$ cat config.mk
export PLATFORM = sky130hd
export DESIGN_NAME = aes_cmd_decode
export DESIGN_NICKNAME = d
export VERILOG_FILES = /design/src/aes_pkg.sv /design/src/aes_cmd_decode.sv
export SDC_FILE = /design/constraint.sdc
export NUM_CORES = 1
export LEC_CHECK = 0
export BUFFER_PORTS_ARGS = -buffer_cell sky130_fd_sc_hd__buf_2
export CAP_MARGIN = 20
export CORE_AREA = 2 2 39 41
export CTS_BUF_LIST = sky130_fd_sc_hd__clkbuf_2
export CTS_CLUSTER_DIAMETER = 200
export DETAILED_ROUTE_END_ITERATION = 12
export DIE_AREA = 0 0 41 43
export SLEW_MARGIN = 30
export SYNTH_ARGS = -nofsm -noshare
export SYNTH_HDL_FRONTEND = slang
export SYNTH_SLANG_ARGS = --single-unit
$ cat constraint.sdc
create_clock -name clk -period 1 [get_ports clk]
set_clock_uncertainty 0.1 [all_clocks]
set_input_delay 0.1 -clock clk [delete_from_list [all_inputs] [get_ports clk]]
set_output_delay 0.1 -clock clk [all_outputs]
set_load 0.005 [all_outputs]
$ cat src/aes_pkg.sv
package aes_pkg;

        localparam int blk_w = 128;
        localparam int word_w = 32;
        localparam int buf_aw = 9;
        localparam int cmd_w = 2;
        localparam int n_rounds = 10;

        // host command codes, anything else runs as ecb
        localparam logic [cmd_w-1:0] cmd_ecb_enc = 2'd0;
        localparam logic [cmd_w-1:0] cmd_cbc_enc = 2'd1;

        // cipher core fsm
        localparam logic [1:0] cs_idle = 2'd0;
        localparam logic [1:0] cs_run = 2'd1;
        localparam logic [1:0] cs_ack = 2'd2;

        // job sequencer fsm
        localparam logic [2:0] s_idle = 3'd0;
        localparam logic [2:0] s_key = 3'd1;
        localparam logic [2:0] s_iv = 3'd2;
        localparam logic [2:0] s_issue = 3'd3;
        localparam logic [2:0] s_wait = 3'd4;
        localparam logic [2:0] s_release = 3'd5;
        localparam logic [2:0] s_done = 3'd6;

        // byte 0 is the most significant byte, column 0 the most significant word
        typedef union packed {
                logic [0:15][7:0] b;
                logic [0:3][word_w-1:0] c;
        } aes_state_t;

        function automatic logic [7:0] xtime(input logic [7:0] a);
                return {a[6:0], 1'b0} ^ (a[7] ? 8'h1b : 8'h00);
        endfunction

        function automatic logic [7:0] gf_mul(input logic [7:0] a, input logic [7:0] b);
                logic [7:0] p;
                logic [7:0] t;
                p = 8'h00;
                t = a;
                for (int i = 0; i < 8; i++) begin
                        if (b[i])
                                p = p ^ t;
                        t = xtime(t);
                end
                return p;
        endfunction

        function automatic logic [7:0] sbox(input logic [7:0] a);
                logic [7:0] sq;
                logic [7:0] inv;
                sq = a;
                inv = 8'h01;
                // a^254 built from a^2 .. a^128, gives 0 for a = 0
                for (int i = 1; i < 8; i++) begin
                        sq = gf_mul(sq, sq);
                        inv = gf_mul(inv, sq);
                end
                // affine map
                return inv ^ {inv[6:0], inv[7]} ^ {inv[5:0], inv[7:6]}
                        ^ {inv[4:0], inv[7:5]} ^ {inv[3:0], inv[7:4]} ^ 8'h63;
        endfunction

        // buffer words carry each 32-bit word byte reversed
        function automatic logic [blk_w-1:0] swap_words(input logic [blk_w-1:0] blk);
                logic [blk_w-1:0] s;
                for (int w = 0; w < blk_w / word_w; w++) begin
                        for (int i = 0; i < word_w / 8; i++) begin
                                s[w*word_w + i*8 +: 8] = blk[w*word_w + (word_w/8 - 1 - i)*8 +: 8];
                        end
                end
                return s;
        endfunction

endpackage
$ cat src/aes_cmd_decode.sv
`timescale 1ns/100ps

module aes_cmd_decode import aes_pkg::*; (
        input  logic clk,
        input  logic reset,
        input  logic start_req,
        input  logic [cmd_w-1:0] cmd,
        input  logic skip_key,
        input  logic latch,
        output logic is_cbc,
        output logic need_key,
        output logic need_iv
);

        logic cbc_q;
        logic skip_q;

        // held for the whole job, host may change cmd after ack
        always_ff @(posedge clk) begin
                if (reset) begin
                        cbc_q <= 1'b0;
                        skip_q <= 1'b0;
                end else if (latch && start_req) begin
                        skip_q <= skip_key;
                        case (cmd)
                                cmd_cbc_enc: cbc_q <= 1'b1;
                                cmd_ecb_enc: cbc_q <= 1'b0;
                                default: cbc_q <= 1'b0;
                        endcase
                end
        end

        assign is_cbc = cbc_q;
        assign need_key = !skip_q;
        // continuation jobs keep the running chain value
        assign need_iv = cbc_q && !skip_q;

endmodule

Word-level counts from Yosys, hierarchy flattened. Cells that the tools add are included.

Logic and storage cells: 7. Input bits: 7. Output and inout bits: 3. Register bits after elaboration: 2.

Mux-type cells: 1. Equal/unequal tests: 1. Reduce and logical (&&, ||, !) cells: 3.

Operators by type and width (count): $eq A2 B1 Y1 const B (1); $logic_and A1 B1 Y1 (2); $logic_not A1 Y1 (1); $mux W1 (1).

Depth between registers and ports, before layout. Gate-level depths: netlist of run 1.

Word-level depth: 2. Gate-level depth with buffers: 2. Depth with buffers taken out: 2.

Worst setup path before layout of run 1. Ideal clock, no wire load.

Path kind: register to register. From: register skip_q (netlist name). To: register skip_q. Buffers on the path: 0. Library setup time: 0.066 ns. Required time: 0.834 ns. Period minus slack after synthesis: 0.787 ns. Data arrival time: 0.621 ns. Stages on the path, launching flop included: 3. Path slack: 0.213 ns. Path through: dfxtp_1 > a21bo_1 > a21oi_2.

RTL lines: to (signal assigned) (line aes_cmd_decode.sv:24) `skip_q <= skip_key;`; to (decl) (line aes_cmd_decode.sv:16) `logic skip_q;`.

Worst setup path after layout of run 1.
From: register skip_q. To: output need_iv.

Longest elaborated chain between the ends: 2.

Ends and longest elaborated chain: $logic_not A1 Y1 (line aes_cmd_decode.sv:36) `assign need_iv = cbc_q && !skip_q;`; $logic_and A1 B1 Y1 (line aes_cmd_decode.sv:36); to (decl) (line aes_cmd_decode.sv:12) `output logic need_iv`.

Every way passes these cells.

==> out/qor_table.md, run 1 <==
| Step | Parameter | This run |
| --- | --- | --- |
| synth | Distinct cell type count after synthesis | 8 |
| sta | Max-slew headroom | 92.3% |
| worst setup path | Buffers & Inverters on Critical Path | 1 |
| clock tree | Clk slew on worst S/H paths | 30 ps |
| clock tree | Maximum buffer depth of the clock tree | 2 |
| finish | Fraction of layout instances using a drive strength above 1 | 70.8% |
| detailed routing | Number of vias after detailed routing | 122 |
| worst setup path | Maximum single-stage delay on the critical path | 310 ps |
| worst setup path | Data arrival time at the worst-slack endpoint | 810 ps |
| synth | Mapped Area | 100 µm² |
| finish | Fin nets | 33 |
| sta | Slew at the pin closest to its max-slew limit | 115 ps |
| sta | Setup repair after global routing missed its margin | yes |
| sta | Number of failing setup endpoints in the final timing report | 1 |
| worst setup path | Required time at the worst-slack endpoint | 800 ps |
| worst setup path | Reg-to-reg startpoint | skip_q |
| synth | Cell count after synthesis | 10 |
| worst setup path | Startpoint class of the critical path | register |
| min path | Worst hold path depth | 3 |
| synth | Yosys warning total | 0 |
| worst setup path | Gate family responsible for the most delay along the worst path | flip-flops |
| clock tree | TritonCTS clock tree | built |
| clock tree | Clock Sink Count | 2 |
| detailed routing | Antenna-violating nets left | 0 |
| synth | Number of synthesized register bits | 2 |
| finish | Antenna fix cells | 0 |
| detailed routing | Drt total wl | 328 µm |
| finish | Final core occ | 15.3% |
| floorplanning | Die area | 0.00176 mm² |
| global routing | Pin count of the biggest net entering global routing | 5 |
| sta | Crit path setup slack, layout | -9.23 ps |
| worst setup path | Total number of cells along the worst setup path | 2 |
| min path | Type of the tightest min-delay check | input port to register |
| detailed routing | Via-to-Cell Ratio | 3.05 |
| clock tree | Clock Latency Late Sink | 190 ps |
| global routing | Total track usage | 4.51% |
| sta | Max Clock Freq | 991 MHz |
| status | Violated checks | negative setup slack |
| finish | Area of the multi-input gates | 56.3 µm² |
| synth | Area share of the largest cell type after synthesis | 40.0% |
| sta | Period Utilization, post-route | 101% |
| min path | Endpoint of the worst hold path | skip_q |
| clock tree | H-tree levels | 1 |
| finish | Fill cell instance count of the final layout | 160 |
| job | Maxcap violations | 0 |
| global routing | First-pass GRT wire length | 427 µm |
| global routing | Number of global-route vias before repair | 125 |
| sta | Final number of max-transition violations | 0 |
| sta | Final critical-path required period | 1010 ps |
| finish | Area occupied by registers | 41.3 µm² |
| worst setup path | Endpoint class of the critical path | output pin |
| synth | Most area-consuming cells after synthesis | sky130_fd_sc_hd__dfxtp_1 40%, sky130_fd_sc_hd__a21bo_1 20%, sky130_fd_sc_hd__a21oi_2 8.8%, sky130_fd_sc_hd__and2b_2 8.8%, sky130_fd_sc_hd__nand4b_1 8.8% |
| placed design | Count of input and output buffers | 9 |
| floorplanning | Width of the die | 41 µm |
| sta | Hold Fails Final Rpt | 0 |
| clock tree | Total CTS buffers | 3 |
| synth | Synthesized net count | 17 |
| floorplanning | Site row count | 14 |
| floorplanning | I/O pin cnt | 10 |
| pwr | P_leak | 0.0992 nW |
| status | Status | complete, but fails checks |
| global routing | Residual overflow from global routing | 0 |
| detailed routing | DRC violation count after routing | 0 |
| worst setup path | Worst path cell trace | and2b_2 -> buf_6 |
| detailed routing | Iteration count of the initial detailed-routing pass | 1 |
| placed design | Weighted congestion at the end of routability-driven global placement | 0.440 |
| placed design | Post-DP Area | 165 µm² |
| pwr | Final Power | 0.000249 W |
| pwr | Max VDD drop | 0.000130 V |
| detailed routing | 1st-iter DRT viols | 0 |
| floorplanning | Starting density of the core | 7.23% |
| worst setup path | Path depth of the worst reg2reg path | 3 |
| finish | Final Instance Area | 211 µm² |
| worst setup path | Category of the critical setup timing path | register to output pin |
| finish | Synth-to-layout area growth | 111% |
| synth | Mean post-synth cell area | 10.0 µm² |
| clock tree | Clock tree root buffer cell | sky130_fd_sc_hd__clkbuf_2 |
| sta | WHS | 79.9 ps |
| floorplanning | Area of the core | 0.00138 mm² |
| detailed routing | Routed length per placed instance | 8.20 µm |
| synth | Share of the yosys chip area belonging to registers | 40.0% |
| floorplanning | Die height | 43 µm |
| min path | Start point of the worst hold path | skip_key |
| worst setup path | Cell with the biggest individual delay on the critical path | sky130_fd_sc_hd__dfxtp_2 |
| worst setup path | Worst r2r dst | skip_q |
| synth | Leading area contributor after synthesis | sky130_fd_sc_hd__dfxtp_1 |
| worst setup path | Internal reg-to-reg setup slack | 90 ps |
| global routing | Antenna violations before repair | 0 |
| placed design | Pre-CTS setup slack | 138 ps |
| pwr | PwrDens | 1180 mW/mm² |
| worst setup path | Largest fanout of any net on the critical path | 2 |
sequential cells by signal, summed over array words and instances (netlist names):
signal  count
is_cbc      1
skip_q      1
cell type report:
cell class                 instances  area share (%)
clock buffer                       3            7.10
tap                               16            9.47
inverter                           1            1.78
timing repair buffer              11            35.5
multi-input combinational          7            26.6
sequential                         2            19.5
how the worst max path moves through the flow:
stage	from	to	slack, ps
2_1_floorplan	skip_q	skip_q	210
3_3_place_gp	skip_q	need_iv	140
3_5_place_dp	skip_q	need_iv	140
4_1_cts	skip_q	need_iv	-30
5_1_grt	skip_q	need_iv	-50
6_report	skip_q	need_iv	-9
layer usage:
layer / GRT usage (%) / wire (µm) / up-vias / share of wire [%]
met5: 0 / 0 / - / 0
met4: 6.00 / 0 / 0 / 0
met3: 4.71 / 64 / 0 / 20
met2: 5.31 / 144 / 10 / 44
met1: 3.19 / 118 / 48 / 36
li1: - / - / 64 / -
layout by cell type (no fill, tap or decap):
| master | n |
|---|---|
| sky130_fd_sc_hd__dfxtp_1 | 1 |
| sky130_fd_sc_hd__buf_4 | 1 |
| sky130_fd_sc_hd__buf_6 | 2 |
| sky130_fd_sc_hd__nand3_1 | 1 |
| sky130_fd_sc_hd__buf_2 | 7 |
| sky130_fd_sc_hd__inv_2 | 1 |
| sky130_fd_sc_hd__dfxtp_2 | 1 |
| sky130_fd_sc_hd__a21oi_1 | 1 |
| sky130_fd_sc_hd__a21oi_2 | 1 |
| sky130_fd_sc_hd__nand4b_1 | 1 |
| sky130_fd_sc_hd__a21bo_1 | 2 |
| sky130_fd_sc_hd__dlygate4sd3_1 | 1 |
| sky130_fd_sc_hd__clkbuf_2 | 3 |
| sky130_fd_sc_hd__and2b_2 | 1 |
Yosys cell counts:
| master | number |
|---|---|
| sky130_fd_sc_hd__a21bo_1 | 2 |
| sky130_fd_sc_hd__nand3_1 | 1 |
| sky130_fd_sc_hd__and2b_2 | 1 |
| sky130_fd_sc_hd__dfxtp_1 | 2 |
| sky130_fd_sc_hd__inv_1 | 1 |
| sky130_fd_sc_hd__a21oi_2 | 1 |
| sky130_fd_sc_hd__a21oi_1 | 1 |
| sky130_fd_sc_hd__nand4b_1 | 1 |
worst reg2reg max path: stages, from the launching register on:
cell                      delay [ps]
sky130_fd_sc_hd__dfxtp_2         310
sky130_fd_sc_hd__buf_4           100
sky130_fd_sc_hd__a21bo_1         200
sky130_fd_sc_hd__a21oi_2         130
stage by stage:
stage,std cells,TNS (ps)
floorplan,10,0
global placement,35,0
detailed placement,35,0
CTS,40,-29.0
global route,40,-54.3
finish,40,-9.23
logic make-up after synthesis:
kind of cell | synth area share (%)
compound gates | 33.7
simple gates | 22.5
buf+inv | 3.75
flops | 40.0
where the power goes:
part	internal, W	switching [W]	total (W)
Combinational	0.0000253	0.0000147	0.0000401
Clock	0.0000796	0.0000440	0.000124
Sequential	0.0000839	0.00000139	0.0000853
Total	0.000189	0.0000602	0.000249
repair_timing:
item	CTS	global route
hold endpoints to repair	2	0
endpoints found under the setup margin	1	2
gates resized for setup	1	3
pin swaps	0	0
buffers inserted	1	0
hold buffers	1	0
Power figures use the tool's default switching activity.
==> inputs of run 2 (changes only) <==
Settings changed: PLACE_DENSITY from default to 0.3.
==> run 2 against run 1 <==
Effect of this change: the flow still finishes with violations (negative setup slack); sequential share of layout area is 0.60 points higher; wire length is 3.7% higher; clock-buffer cell count stayed put; critical path depth stayed put; largest power group unchanged.
==> out/qor_table.md, run 2 (synthesized netlist as in run 1, its figures left out) <==
| Step | Parameter | This run | Delta |
| --- | --- | --- | --- |
| worst setup path | Cell with the biggest individual delay on the critical path | sky130_fd_sc_hd__dfxtp_2 |  |
| clock tree | Clock Latency Late Sink | 190 ps | about the same |
| sta | Final number of max-transition violations | 0 | unchanged |
| sta | Setup TNS after final layout | -23.7 ps | -14.5 ps |
| floorplanning | Width of the die | 41 µm | unchanged |
| sta | Crit path setup slack, layout | -23.7 ps | -14.5 ps |
| finish | Fraction of layout instances using a drive strength above 1 | 70.8% | unchanged |
| global routing | Total track usage | 5.01% | +0.50 points |
| placed design | Pre-CTS setup slack | 156 ps | +17.9 ps |
| global routing | Number of global-route vias before repair | 99 | -21% |
| floorplanning | Starting density of the core | 7.23% | unchanged |
| worst setup path | Required time at the worst-slack endpoint | 800 ps | about the same |
| sta | Period Utilization, post-route | 102% | +1.4 points |
| floorplanning | Area of the core | 0.00138 mm² | unchanged |
| floorplanning | Die height | 43 µm | unchanged |
| min path | Type of the tightest min-delay check | input port to register |  |
| floorplanning | Site row count | 14 | unchanged |
| worst setup path | Data arrival time at the worst-slack endpoint | 820 ps | about the same |
| sta | Max Clock Freq | 977 MHz | -1.4% |
| finish | Fin nets | 33 | unchanged |
| sta | Setup repair after global routing missed its margin | yes |  |
| clock tree | Clock tree root buffer cell | sky130_fd_sc_hd__clkbuf_2 |  |
| detailed routing | Iteration count of the initial detailed-routing pass | 2 | +1 |
| finish | Fill cell instance count of the final layout | 153 | -4.4% |
| global routing | Antenna violations before repair | 0 | unchanged |
| pwr | P_leak | 0.0958 nW | -3.4% |
| sta | Final critical-path required period | 1020 ps | +14.5 ps |
| clock tree | H-tree levels | 1 | unchanged |
| detailed routing | Via-to-Cell Ratio | 2.95 | -3.3% |
| worst setup path | Startpoint class of the critical path | register |  |
| detailed routing | DRC violation count after routing | 0 | unchanged |
| placed design | Weighted congestion at the end of routability-driven global placement | 0.523 | +19% |
| worst setup path | Category of the critical setup timing path | register to output pin |  |
| clock tree | Clock Sink Count | 2 | unchanged |
| detailed routing | Routed length per placed instance | 8.50 µm | +3.7% |
| clock tree | Maximum buffer depth of the clock tree | 2 | unchanged |
| finish | Final core occ | 14.8% | -0.45 points |
| pwr | Max VDD drop | 0.000385 V | +200% |
| placed design | Count of input and output buffers | 9 | unchanged |
| sta | Max-slew headroom | 92.1% | -0.24 points |
| clock tree | TritonCTS clock tree | built |  |
| finish | Synth-to-layout area growth | 105% |  |
| sta | Slew at the pin closest to its max-slew limit | 119 ps | +3.55 ps |
| detailed routing | Drt total wl | 340 µm | +3.7% |
| sta | Hold Fails Final Rpt | 0 | unchanged |
| clock tree | Clk slew on worst S/H paths | 30 ps | about the same |
| job | Maxcap violations | 0 | unchanged |
| worst setup path | Largest fanout of any net on the critical path | 2 | unchanged |
| status | Violated checks | negative setup slack |  |
| worst setup path | Worst path cell trace | and2b_2 -> buf_6 |  |
| worst setup path | Endpoint class of the critical path | output pin |  |
| worst setup path | Maximum single-stage delay on the critical path | 310 ps | about the same |
| pwr | PwrDens | 1220 mW/mm² | +3.8% |
| finish | Highest-count cells in the layout ignoring fill and taps | 8 x sky130_fd_sc_hd__buf_2, 3 x sky130_fd_sc_hd__clkbuf_2, 2 x sky130_fd_sc_hd__a21bo_1 |  |
| floorplanning | I/O pin cnt | 10 | unchanged |
| floorplanning | Die area | 0.00176 mm² | unchanged |
| global routing | Residual overflow from global routing | 0 | unchanged |
| finish | Final std cells w/o fill | 40 | unchanged |
| finish | Most frequent standard cell in the layout excluding fill and tap cells | sky130_fd_sc_hd__buf_2 |  |
| global routing | First-pass GRT wire length | 462 µm | +8.2% |
| placed design | Post-placement cell count | 35 | unchanged |
| clock tree | Total CTS buffers | 3 | unchanged |
| finish | Antenna fix cells | 0 | unchanged |
| detailed routing | Antenna-violating nets left | 0 | unchanged |
| sta | Number of failing setup endpoints in the final timing report | 1 | unchanged |
| pwr | Final Power | 0.000251 W | +0.77% |
| status | Status | complete, but fails checks |  |
| detailed routing | Number of vias after detailed routing | 118 | -3.3% |
| detailed routing | 1st-iter DRT viols | 1 | +1 |
| global routing | Pin count of the biggest net entering global routing | 5 | unchanged |
[run 2: critical path: cells and delay by family (launching register included)]
kind | cells | cell delay (ps)
buffers and inverters | 1 | 110
flip-flops | 1 | 310
AND/OR/NAND/NOR | 1 | 210
[run 2: final cells by class]
class	instances	area [µm²]	share of cell area, %
Clock buffer	3	15.0	7.32
Sequential cell	2	41.3	20.1
Timing Repair Buffer	11	68.8	33.5
Inverter	1	3.75	1.83
Tap cell	16	20.0	9.76
Multi-Input combinational cell	7	56.3	27.4
[run 2: timing repair]
item	4_1_cts	5_1_grt
endpoints found under the hold margin	2	0
resized for setup	1	2
hold buffers	1	0
buffers inserted	1	0
endpoints found under the setup margin	1	2
cloned	0	0
[run 2: layer usage]
layer | routed length, µm | share of wire (%) | GRT usage [%] | vias to the layer above
met2 | 75 | 22 | 2.81 | 10
met5 | 0 | 0 | 0 | -
li1 | - | - | - | 64
met1 | 194 | 57 | 7.01 | 44
met4 | 0 | 0 | 0 | 0
met3 | 70 | 21 | 9.95 | 0
[run 2: through the flow]
stage	cell area, µm²	hold WS [ps]
6_report	205	62.6
5_1_grt	205	45.7
4_1_cts	199	51.0
3_5_place_dp	165	192
3_3_place_gp	165	189
2_1_floorplan	100	62.4
[run 2: final timing paths]
check | cells after the start | slack, ps | from | to
setup / recovery | 2 | -20 | skip_q | need_iv
hold / removal | 3 | 60 | skip_key | skip_q
setup reg to reg | 3 | 90 | skip_q | skip_q
hold reg to reg | 2 | 480 | is_cbc | is_cbc
[run 2: power by group]
| part | internal, W | leakage [nW] | switching [W] |
|---|---|---|---|
| clock | 0.0000799 | 0.0125 | 0.0000475 |
| sequential | 0.0000838 | 0.0167 | 0.00000159 |
| combinational | 0.0000234 | 0.0666 | 0.0000147 |
==> inputs of run 3 (changes only) <==
Settings changed: CTS_BUF_LIST sky130_fd_sc_hd__clkbuf_2 to default.
==> run 3 against run 2 <==
Effect of this change: the run still ends with negative setup slack left; clock-buffer cell count unchanged; register-to-register slack about the same; die area unchanged; fmax down 3.1%; final cell count unchanged; critical path depth unchanged; flip-flop and latch count unchanged; wire length up 1.5%; global-route usage unchanged; utilization up 0.99 points; hold slack worse by 32 ps; largest cell class unchanged.
==> out/qor_table.md, run 3 (synthesized netlist as in run 1, its figures left out) <==
| Step | Parameter | This run | Delta |
| --- | --- | --- | --- |
| worst setup path | Startpoint class of the critical path | register |  |
| sta | Max Clock Freq | 947 MHz | -3.1% |
| floorplanning | Die area | 0.00176 mm² | unchanged |
| clock tree | Clock Sink Count | 2 | unchanged |
| sta | Final number of max-transition violations | 0 | unchanged |
| min path | Type of the tightest min-delay check | input port to register |  |
| sta | Max-slew headroom | 92.1% | unchanged |
| status | Violated checks | negative setup slack |  |
| global routing | Pin count of the biggest net entering global routing | 5 | unchanged |
| sta | Crit path setup slack, layout | -56.0 ps | -32.3 ps |
| detailed routing | Number of vias after detailed routing | 122 | +3.4% |
| worst setup path | Cell with the biggest individual delay on the critical path | sky130_fd_sc_hd__dfxtp_2 |  |
| sta | Hold Fails Final Rpt | 0 | unchanged |
| finish | Antenna fix cells | 0 | unchanged |
| global routing | Antenna violations before repair | 0 | unchanged |
| finish | Most frequent standard cell in the layout excluding fill and tap cells | sky130_fd_sc_hd__buf_2 |  |
| sta | Period Utilization, post-route | 106% | +3.2 points |
| global routing | Number of global-route vias before repair | 99 | unchanged |
| detailed routing | DRC violation count after routing | 0 | unchanged |
| finish | Synth-to-layout area growth | 119% |  |
| detailed routing | Iteration count of the initial detailed-routing pass | 2 | unchanged |
| finish | Final Instance Area | 219 µm² | +6.7% |
| worst setup path | Data arrival time at the worst-slack endpoint | 860 ps | +40 ps |
| worst setup path | Worst path cell trace | and2b_2 -> buf_6 |  |
| clock tree | TritonCTS clock tree | built |  |
| clock tree | Clock tree root buffer cell | sky130_fd_sc_hd__clkbuf_4 |  |
| placed design | Post-DP Area | 165 µm² | unchanged |
| pwr | Max VDD drop | 0.000531 V | +38% |
| floorplanning | I/O pin cnt | 10 | unchanged |
| detailed routing | Antenna-violating nets left | 0 | unchanged |
| floorplanning | Area of the core | 0.00138 mm² | unchanged |
| floorplanning | Die height | 43 µm | unchanged |
| global routing | First-pass GRT wire length | 462 µm | unchanged |
| clock tree | Total CTS buffers | 3 | unchanged |
| detailed routing | Drt total wl | 345 µm | +1.5% |
| worst setup path | Endpoint class of the critical path | output pin |  |
| placed design | Weighted congestion at the end of routability-driven global placement | 0.523 | unchanged |
| clock tree | Maximum buffer depth of the clock tree | 2 | unchanged |
| floorplanning | Site row count | 14 | unchanged |
| finish | Fin nets | 33 | unchanged |
| finish | Fraction of layout instances using a drive strength above 1 | 70.8% | unchanged |
| worst setup path | Largest fanout of any net on the critical path | 2 | unchanged |
| pwr | P_leak | 0.100 nW | +4.9% |
| sta | Slew at the pin closest to its max-slew limit | 119 ps | unchanged |
| finish | Final std cells w/o fill | 40 | unchanged |
| global routing | Total track usage | 5.01% | unchanged |
| status | Status | complete, but fails checks |  |
| worst setup path | Buffers & Inverters on Critical Path | 1 | unchanged |
| sta | Setup repair after global routing missed its margin | yes |  |
| floorplanning | Starting density of the core | 7.23% | unchanged |
| floorplanning | Width of the die | 41 µm | unchanged |
| worst setup path | Category of the critical setup timing path | register to output pin |  |
| clock tree | Clock Latency Late Sink | 220 ps | +30 ps |
| detailed routing | 1st-iter DRT viols | 2 | +1 |
| worst setup path | Required time at the worst-slack endpoint | 800 ps | about the same |
| detailed routing | Routed length per placed instance | 8.63 µm | +1.5% |
| job | Maxcap violations | 0 | unchanged |
| worst setup path | Gate family responsible for the most delay along the worst path | flip-flops |  |
| pwr | PwrDens | 1400 mW/mm² | +14% |
| detailed routing | Via-to-Cell Ratio | 3.05 | +3.4% |
| sta | Final critical-path required period | 1060 ps | +32.3 ps |
| placed design | Count of input and output buffers | 9 | unchanged |
| placed design | Post-placement cell count | 35 | unchanged |
| finish | Highest-count cells in the layout ignoring fill and taps | 7 x sky130_fd_sc_hd__buf_2, 3 x sky130_fd_sc_hd__clkbuf_4, 2 x sky130_fd_sc_hd__a21bo_1, 2 x sky130_fd_sc_hd__buf_6 |  |
| sta | Number of failing setup endpoints in the final timing report | 1 | unchanged |
| clock tree | Clk slew on worst S/H paths | 30 ps | about the same |
| worst setup path | Maximum single-stage delay on the critical path | 310 ps | about the same |
| clock tree | H-tree levels | 1 | unchanged |
| global routing | Residual overflow from global routing | 0 | unchanged |
==> run 3: changes by cell type in the layout (fill, tap and decap cells not counted) <==
cell,previous run,this run
sky130_fd_sc_hd__buf_2,8,7
sky130_fd_sc_hd__buf_6,1,2
sky130_fd_sc_hd__clkbuf_2,3,0
sky130_fd_sc_hd__clkbuf_4,0,3
==> run 3: what timing repair did <==
item	CTS	global route
endpoints found under the hold margin	2	0
setup endpoints to repair	1	2
resized for setup	1	3
gates cloned	0	0
pin swaps	0	0
hold buffers	1	0
setup buffers	1	0
==> run 3: worst min-delay path, cell delays in order <==
cell and delay (ps):
sky130_fd_sc_hd__buf_2 100, sky130_fd_sc_hd__nand3_1 70, sky130_fd_sc_hd__a21oi_2 50
==> run 3: worst paths after layout <==
kind            start  endpoint  slack (ps)  cells after the start
max            skip_q   need_iv         -60                      2
min          skip_key    skip_q          30                      3
max reg2reg    skip_q    skip_q          90                      3
min reg2reg    is_cbc    is_cbc         490                      2
==> run 3: metal layers <==
metal | up-vias | routed length (µm) | global-route usage (%)
li1 | 65 | - | -
met5 | - | 0 | 0
met3 | 0 | 66 | 9.95
met2 | 10 | 83 | 2.81
met1 | 47 | 196 | 7.01
met4 | 0 | 0 | 0
==> run 3: stage by stage <==
| stage | util [%] | setup TNS (ps) | worst slack (ps) | power [W] | hold slack [ps] |
|---|---|---|---|---|---|
| after floorplan | - | 0 | 213 | 0.0000957 | 62.4 |
| after global placement | 11.9 | 0 | 168 | 0.000117 | 189 |
| after detailed placement | 11.9 | 0 | 156 | 0.000117 | 192 |
| after CTS | 14.9 | -60.5 | -60.5 | 0.000312 | 24.5 |
| after global routing | 15.8 | -111 | -97.9 | 0.000332 | 25.9 |
| final | 15.8 | -56.0 | -56.0 | 0.000306 | 30.6 |
==> run 3: where the power goes <==
part / switching, W / internal (W) / total (W) / leakage (nW)
logic: 0.0000151 / 0.0000253 / 0.0000404 / 0.0700
registers: 0.00000165 / 0.0000838 / 0.0000855 / 0.0167
clock network: 0.0000471 / 0.000133 / 0.000180 / 0.0138
total: 0.0000639 / 0.000242 / 0.000306 / 0.100
==> run 3: final cells by class <==
| cell class | count | area, µm² |
|---|---|---|
| fillers | 153 | 1160 |
| well taps | 16 | 20.0 |
| repair buffers | 11 | 75.1 |
| flip-flops and latches | 2 | 41.3 |
| multi-input cells | 7 | 56.3 |
| clock buffers | 3 | 22.5 |
| inverters | 1 | 3.75 |
